$ cat src/logic/sw_score_pkg.sv
// scoring types for the Smith-Waterman array; score arithmetic wraps at SCORE_W bits, no saturation

package sw_score_pkg;

    //////////////////////////////
    // widths
    //////////////////////////////
    localparam int SCORE_W = 10;    // signed score, range -512..511
    localparam int BASE_W  = 2;     // one nucleotide, A/C/G/T as 0..3

    //////////////////////////////
    // scalar types
    //////////////////////////////
    typedef logic signed [SCORE_W-1:0] score_t;   // H, E, F and best scores
    typedef logic [BASE_W-1:0]         base_t;    // query or target base

    // substitution and gap weights, held stable during an alignment
    // match is positive, mismatch and gap_open negative
    typedef struct packed {
        score_t match;      // added on equal bases
        score_t mismatch;   // added on differing bases
        score_t gap_open;   // linear gap, applied per gap base
    } scoring_t;

    //////////////////////////////
    // traceback codes
    //////////////////////////////
    // which neighbour produced H for a cell
    // TB_H also marks a pass-through cell (query disabled)
    typedef enum logic [1:0] {
        TB_NONE = 2'd0,     // not inside a target
        TB_E    = 2'd1,     // left gap won
        TB_F    = 2'd2,     // upper gap won
        TB_H    = 2'd3      // diagonal won
    } trace_e;

endpackage : sw_score_pkg

$ cat src/logic/sw_array_pkg.sv
// array geometry and inter-cell words; Q_CELLS must fit the QPOS_W index, no check is made

package sw_array_pkg;

    //////////////////////////////
    // geometry
    //////////////////////////////
    localparam int Q_CELLS = 8;     // query bases, one per cell
    localparam int QPOS_W  = 3;     // clog2 of Q_CELLS

    typedef logic [QPOS_W-1:0] qpos_t;  // query row index of a cell

    //////////////////////////////
    // words passed along the chain
    //////////////////////////////

    // one target column, moves one cell per enabled cycle
    typedef struct packed {
        sw_score_pkg::base_t base;      // target base of this column
        logic                new_target; // marker column, base ignored
        logic                end_target; // set on the last base column
    } column_t;

    // query word, loaded once per query
    typedef struct packed {
        sw_score_pkg::base_t base;  // query base for the row
        logic                en;    // low -> cell passes h_up through
    } query_t;

    // upper cell -> lower cell, all registered in the upper cell
    typedef struct packed {
        sw_score_pkg::score_t h;          // H of the upper row, same column
        sw_score_pkg::score_t best;       // best local score of rows above
        qpos_t                best_index; // row holding that best score
    } link_t;

endpackage : sw_array_pkg

$ cat src/logic/sw_cell_score.sv
// combinational recurrence of one cell; linear gaps only, sums may wrap if scores exceed SCORE_W
`timescale 1ns/1ps

module sw_cell_score (
    input  sw_array_pkg::query_t   query,      // registered query word
    input  sw_score_pkg::base_t    target,     // target base of the current column
    input  sw_score_pkg::scoring_t scoring,
    input  sw_score_pkg::score_t   h_diag,     // H[i-1][j-1]
    input  sw_score_pkg::score_t   h_up,       // H[i-1][j]
    input  sw_score_pkg::score_t   h_left,     // H[i][j-1]
    output sw_score_pkg::score_t   next_h,     // H[i][j]
    output sw_score_pkg::trace_e   next_trace
);

    import sw_score_pkg::*;

    score_t sub;        // match or mismatch weight
    score_t diag;       // diagonal candidate
    score_t gap_e;      // left gap candidate, clipped
    score_t gap_f;      // upper gap candidate, clipped
    score_t max_gap;    // max(E, F)
    trace_e gap_trace;  // which gap gave max_gap

    //////////////////////////////
    // candidates
    //////////////////////////////
    always_comb begin
        sub   = (query.base == target) ? scoring.match : scoring.mismatch;
        diag  = h_diag + sub;
        gap_e = h_left + scoring.gap_open;
        gap_f = h_up + scoring.gap_open;
        // local alignment, gaps never go below zero
        if (gap_e[SCORE_W-1]) begin
            gap_e = '0;
        end
        if (gap_f[SCORE_W-1]) begin
            gap_f = '0;
        end
    end

    //////////////////////////////
    // selection
    //////////////////////////////
    always_comb begin
        // F only on a strict win over E
        if (gap_f > gap_e) begin
            max_gap   = gap_f;
            gap_trace = TB_F;
        end else begin
            max_gap   = gap_e;
            gap_trace = TB_E;
        end

        if (!query.en) begin
            next_h     = h_up;      // disabled row is transparent
            next_trace = TB_H;
        end else if (diag >= max_gap) begin
            next_h     = diag;      // diagonal wins ties
            next_trace = TB_H;
        end else begin
            next_h     = max_gap;   // >= 0, so H is clipped at zero too
            next_trace = gap_trace;
        end
    end

endmodule : sw_cell_score

$ cat src/logic/sw_local_max.sv
// running best score of rows 0..INDEX; ties keep the upper row, so the lowest index is reported
`timescale 1ns/1ps

module sw_local_max #(
    parameter int INDEX = 0     // row of the owning cell
) (
    input                         clk,
    input                         rst,
    input                         enable,     // global stall, low holds everything
    input                         clear,      // new target, restart from zero
    input  sw_score_pkg::score_t  up_best,    // best of rows above, same column
    input  sw_array_pkg::qpos_t   up_index,
    input  sw_score_pkg::score_t  next_h,     // this row's new H
    output sw_score_pkg::score_t  best,
    output sw_array_pkg::qpos_t   best_index
);

    import sw_array_pkg::*;

    logic up_wins;      // upper value beats stored and new
    logic own_wins;     // stored value beats new

    // priority upper > stored > new, each on >=
    assign up_wins  = (up_best >= best) && (up_best >= next_h);
    assign own_wins = (best >= next_h);

    //////////////////////////////
    // best register
    //////////////////////////////
    always_ff @(posedge clk) begin
        if (rst) begin
            best       <= '0;
            best_index <= '0;
        end else if (enable) begin
            if (clear) begin
                best       <= '0;   // zero is the floor of a local score
                best_index <= '0;
            end else if (up_wins) begin
                best       <= up_best;
                best_index <= up_index;
            end else if (own_wins) begin
                best       <= best;
                best_index <= best_index;
            end else begin
                best       <= next_h;
                best_index <= qpos_t'(INDEX);   // this row now holds the max
            end
        end
    end

endmodule : sw_local_max

$ cat src/logic/sw_cell.sv
// one systolic row; query_load is taken only on enabled cycles, INDEX 0 ignores link_in
`timescale 1ns/1ps

module sw_cell #(
    parameter int INDEX = 0     // query row of this cell
) (
    input                          clk,
    input                          rst,
    input                          enable,        // global stall
    input  sw_score_pkg::scoring_t scoring,
    input                          query_load,    // strobe, latch query_word
    input  sw_array_pkg::query_t   query_word,
    input  sw_array_pkg::column_t  column_in,     // column from the cell above
    input  sw_array_pkg::link_t    link_in,       // H and best from the cell above
    output sw_array_pkg::column_t  column_out,    // column to the cell below
    output sw_array_pkg::link_t    link_out,      // H and best to the cell below
    output sw_score_pkg::trace_e   trace          // direction of the H now on link_out
);

    import sw_score_pkg::*;
    import sw_array_pkg::*;

    query_t query_q;        // loaded query word
    link_t  up_link;        // upper link, zero for the first row
    score_t h_diag_q;       // upper H one column back
    score_t h_q;            // own H, also h_left
    score_t next_h;
    trace_e next_trace;
    logic   trace_valid;    // inside a target
    score_t best;
    qpos_t  best_index;

    // row -1 of the matrix is all zero
    assign up_link = (INDEX == 0) ? '0 : link_in;

    //////////////////////////////
    // recurrence
    //////////////////////////////
    sw_cell_score u_score (
        .query      (query_q),
        .target     (column_in.base),
        .scoring    (scoring),
        .h_diag     (h_diag_q),
        .h_up       (up_link.h),
        .h_left     (h_q),
        .next_h     (next_h),
        .next_trace (next_trace)
    );

    sw_local_max #(
        .INDEX (INDEX)
    ) u_max (
        .clk        (clk),
        .rst        (rst),
        .enable     (enable),
        .clear      (column_in.new_target),
        .up_best    (up_link.best),
        .up_index   (up_link.best_index),
        .next_h     (next_h),
        .best       (best),
        .best_index (best_index)
    );

    //////////////////////////////
    // datapath registers
    //////////////////////////////
    always_ff @(posedge clk) begin
        if (rst) begin
            query_q    <= '0;
            h_diag_q   <= '0;
            h_q        <= '0;
            column_out <= '0;
        end else if (enable) begin
            if (query_load) begin
                query_q <= query_word;
            end
            h_diag_q   <= up_link.h;    // becomes H[i-1][j-1] next column
            column_out <= column_in;    // one cell per enabled cycle
            if (column_in.new_target) begin
                h_q <= '0;              // H[i][-1] = 0 before the first base
            end else begin
                h_q <= next_h;
            end
        end
    end

    //////////////////////////////
    // traceback
    //////////////////////////////
    always_ff @(posedge clk) begin
        if (rst) begin
            trace_valid <= 1'b0;
            trace       <= TB_NONE;
        end else if (enable) begin
            // valid from the column after new_target up to end_target
            if (column_in.new_target) begin
                trace_valid <= 1'b1;
            end else if (column_in.end_target) begin
                trace_valid <= 1'b0;
            end
            if (trace_valid && !column_in.new_target) begin
                trace <= next_trace;
            end else begin
                trace <= TB_NONE;   // marker column or outside a target
            end
        end
    end

    // all fields come straight from registers
    assign link_out = '{h: h_q, best: best, best_index: best_index};

endmodule : sw_cell

$ cat src/logic/sw_array.sv
// linear array of Q_CELLS rows; results of a column appear Q_CELLS enabled cycles after it enters
`timescale 1ns/1ps

module sw_array (
    input                          clk,
    input                          rst,
    input                          enable,        // low stalls the whole chain
    input  sw_score_pkg::scoring_t scoring,
    input                          query_load,    // strobe with query_bases
    input  sw_array_pkg::query_t [sw_array_pkg::Q_CELLS-1:0] query_bases,
    input  sw_array_pkg::column_t  column,        // target column, taken on enable
    output sw_score_pkg::score_t   h_last,        // H of the last row
    output sw_score_pkg::score_t   best_score,    // best local score so far
    output sw_array_pkg::qpos_t    best_index,    // row of best_score
    output sw_score_pkg::trace_e   trace,         // traceback of the last row
    output logic                   done           // end_target leaving the chain
);

    import sw_score_pkg::*;
    import sw_array_pkg::*;

    column_t col_chain  [Q_CELLS+1];   // [i] feeds cell i, [Q_CELLS] leaves the array
    link_t   link_chain [Q_CELLS+1];   // [i] feeds cell i, [0] ignored by cell 0
    trace_e  cell_trace [Q_CELLS];     // per-row traceback

    assign col_chain[0]  = column;
    assign link_chain[0] = '0;

    //////////////////////////////
    // cell chain
    //////////////////////////////
    for (genvar i = 0; i < Q_CELLS; i++) begin : g_cell
        sw_cell #(
            .INDEX (i)
        ) u_cell (
            .clk        (clk),
            .rst        (rst),
            .enable     (enable),
            .scoring    (scoring),
            .query_load (query_load),
            .query_word (query_bases[i]),
            .column_in  (col_chain[i]),
            .link_in    (link_chain[i]),
            .column_out (col_chain[i+1]),
            .link_out   (link_chain[i+1]),
            .trace      (cell_trace[i])
        );
    end

    //////////////////////////////
    // last row results
    //////////////////////////////
    assign h_last     = link_chain[Q_CELLS].h;
    assign best_score = link_chain[Q_CELLS].best;          // final at done
    assign best_index = link_chain[Q_CELLS].best_index;
    assign trace      = cell_trace[Q_CELLS-1];
    assign done       = col_chain[Q_CELLS].end_target;     // one enabled cycle wide

endmodule : sw_array

$ cat config.mk
export PLATFORM = sky130hd
export DESIGN_NAME = sw_array
export DESIGN_NICKNAME = d
export VERILOG_FILES = /design/src/logic/sw_score_pkg.sv /design/src/logic/sw_array_pkg.sv /design/src/logic/sw_cell_score.sv /design/src/logic/sw_local_max.sv /design/src/logic/sw_cell.sv /design/src/logic/sw_array.sv
export SDC_FILE = /design/constraint.sdc
export NUM_CORES = 2
export LEC_CHECK = 0
export BUFFER_PORTS_ARGS = -buffer_cell sky130_fd_sc_hd__buf_4
export CAP_MARGIN = 5
export CORE_ASPECT_RATIO = 1.25
export CORE_MARGIN = 5
export CORE_UTILIZATION = 61
export DETAILED_ROUTE_END_ITERATION = 10
export MAX_ROUTING_LAYER = met4
export PLACE_DENSITY = 0.78
export SYNTH_ARGS = -nofsm -noshare
export SYNTH_HDL_FRONTEND = slang
export SYNTH_HIERARCHICAL = 1
export SYNTH_SLANG_ARGS = --single-unit
$ cat constraint.sdc
create_clock -name clk -period 8.49 [get_ports clk]
set_input_delay 0.4245 -clock clk [delete_from_list [all_inputs] [get_ports clk]]
set_output_delay 0.4245 -clock clk [all_outputs]
set_load 0.005 [all_outputs]
==> flow_summary.yaml <==
hold_path:
  min_path_cells: 3
  min_to: "g_cell[2].u_cell/query_q[0]"
  hold_class: "primary input to register"
  hold_path.startpoint: "query_bases[6]"
drt:
  vias: 35700
  drt_first_pass_iters: 6
  initialDrtViolationCount: 2721
  drtAntennaViolNets: 0
  wl_per_cell_um: 20.7
  drc_errors: 0
  vias_per_cell: 6.37
  drt_wl_total_mm: 116
global_routing:
  grt_pass1_vias: 33700
  grt.total_usage_pct: 33.5
  use_met2_pct: 54.0
  grt-ovfl-total: 0
  busiest_layer: "met2"
  grtUsageMet1_pct: 40.7
  use_met3_pct: 3.62
  grt_pass1_wl_mm: 180
  antenna_found_initial: 1
  grt_max_degree: 118
worst_setup_path:
  worstPathArrival_ns: 8.48
  slowest_stage: "dfxtp_1"
  cpLargestDelayFamily: "compound AO/OA/AOI/OAI gates"
  crit_type: "register to register"
  ff2ff_path_depth: 31
  worstSetupEndpointType: "register"
  reg2reg_to: "g_cell[4].u_cell/u_max/best[8]"
  path_common_cell: "ha_1"
  timing.rr.start: "g_cell[4].u_cell/h_q[3]"
  crit_cells: 31
  rrSetupSlack_ns: 0.52
  crit_required_ns: 9.00
  cp_num_buf_inv: 3
  crit_path_max_fanout: 12
  cp-start-kind: "register"
  critPathMaxStageDelay_ns: 0.52
final_layout:
  area_growth_pct: 7.89
  final_layout_size_suffix_gt1_share_pct: 11.2
  filler_cell_count: 5309
  fin_util_pct: 66.5
  fin_nets: 5424
cts:
  cts_root_buf: "clkbuf_16"
  htree_levels: 2
  cts_tree: "built"
  clk_path_buf_depth: 3
  clkTransAtPathRegs_ns: 0.06
  clock_sinks: 310
  holdBufCountCts: 0
  cts_buffers: 38
  insertion_delay_ns: 0.59
placed_design:
  place.port_buffers: 87
  post-dp-hpwl_mm: 86.4
  routabilityCongestion: 0.959
logic_synthesis:
  yosysWarnings: 6
  synthCells: 4618
  synth.cell_area_um2: 38200
  postSynthAreaPerCell_um2: 8.27
timing:
  final.setup_skew_ns: 0.0207
  period_needed_ns: 7.97
  maxSlewHeadroom_pct: 31.1
  rsz0062_at_grt: "false"
  final_hold_viol_count: 0
  finalSetupViolCount: 0
  max_freq_mhz: 125
  tightest_slew_ns: 1.03
  slew_viol_final: 0
  finalSetupTns_ns: 0
  period_share_pct: 93.9
power:
  power.density_nw_per_um2: 184
  ir_worst_vdd_mv: 0.141
  p_leak_nw: 18.3
floorplanning:
  die_w_um: 234
  die_y_um: 290
  die-area_um2: 67800
  start_util_pct: 61.6
  row_count: 102
  io_pins: 88
  core_area_um2: 62000
job:
  cap_violations: 0
run_status:
  status: "finished, final reports clean"
-- final cells by class --
| cell class | count | area (um2) | area share [%] |
|---|---|---|---|
| Clock buffer | 50 | 1110 | 2.69 |
| Clock inverter | 20 | 269 | 0.653 |
| Multi-Input combinational cell | 3818 | 29700 | 72.0 |
| Antenna cell | 3 | 7.51 | 0.0182 |
| Tap cell | 832 | 1040 | 2.53 |
| Sequential cell | 310 | 6210 | 15.1 |
| Inverter | 400 | 1500 | 3.64 |
| Timing Repair Buffer | 178 | 1390 | 3.37 |
-- cells in the final DEF, fill, tap and decap left out, drive strengths merged, types with 46 or more instances in the layout --
cell type and instances:
xor2 68, o2111ai 46, and2 84, a31oi 56
nand3b 96, xnor2 115, nor2b 87, nand2 242
mux2 84, nand4 77, clkbuf 51, nand2b 171
a221o 53, inv 400, a211oi 50, mux2i 115
ha 592, a21o 118, nand3 174, dfxtp 310
nor3 96, and3 64, nor2 297, a21oi 362
buf 177, o21ai 134, conb 64
-- routing by layer --
| layer | share of wire, % | vias up |
|---|---|---|
| li1 | - | 17300 |
| met1 | 41 | 16700 |
| met2 | 46 | 1331 |
| met3 | 6.1 | 405 |
| met4 | 7.2 | 0 |
| met5 | 0 | - |
-- per-stage QoR --
step	power (mW)	setup slack, ns	instances	area [um2]	hold WS, ns
after CTS	7.53	0.566	5608	41200	0.0959
after detailed placement	5.69	0.277	5538	39800	0.477
final	7.59	0.518	5611	41200	0.118
after floorplan	4.75	1.15	4681	38400	0.443
after global placement	5.62	0.363	5538	39800	0.461
after global routing	8.07	0.0117	5608	41200	0.125
-- report_power, final --
part | total [mW] | leakage, nW | switching [mW] | internal, mW
sequential | 1.71 | 2.51 | 0.165 | 1.55
clock | 1.82 | 0.675 | 0.710 | 1.11
combinational | 4.06 | 15.1 | 2.45 | 1.61
-- flip-flops by register name, indices dropped and copies added (netlist names) --
signal / cells
g_cell.u_cell/trace_valid: 1
g_cell.u_cell/h_diag_q: 70
g_cell.u_cell/column_out: 29
g_cell.u_cell/u_max/best: 80
g_cell.u_cell/trace: 2
g_cell.u_cell/u_max/best_index: 24
g_cell.u_cell/h_q: 80
g_cell.u_cell/query_q: 24
-- worst reg2reg max path, delay by kind of cell (launching register included) --
family | cells | cell delay, ns
DFF | 1 | 0.52
adders and majority gates | 4 | 1.28
buffers and inverters | 3 | 0.45
AOI/OAI and AO/OA | 12 | 3.56
and+or+nand+nor | 12 | 2.13
-- worst max-delay path by stage --
stage / end / from
after floorplan: g_cell[5].u_cell/u_max/best_index[0] / scoring[3]
after global placement: g_cell[1].u_cell/u_max/best[1] / scoring[3]
after detailed placement: g_cell[1].u_cell/u_max/best[6] / scoring[3]
after CTS: g_cell[7].u_cell/u_max/best[0] / g_cell[6].u_cell/h_q[2]
after global routing: g_cell[3].u_cell/u_max/best_index[1] / g_cell[3].u_cell/h_q[4]
final: g_cell[4].u_cell/u_max/best[8] / g_cell[4].u_cell/h_q[3]
-- timing repair --
item                                    CTS  global route
buffers inserted                          0             0
endpoints found under the setup margin    0            30
gates resized for setup                   0             3
Power figures use the tool's default switching activity.
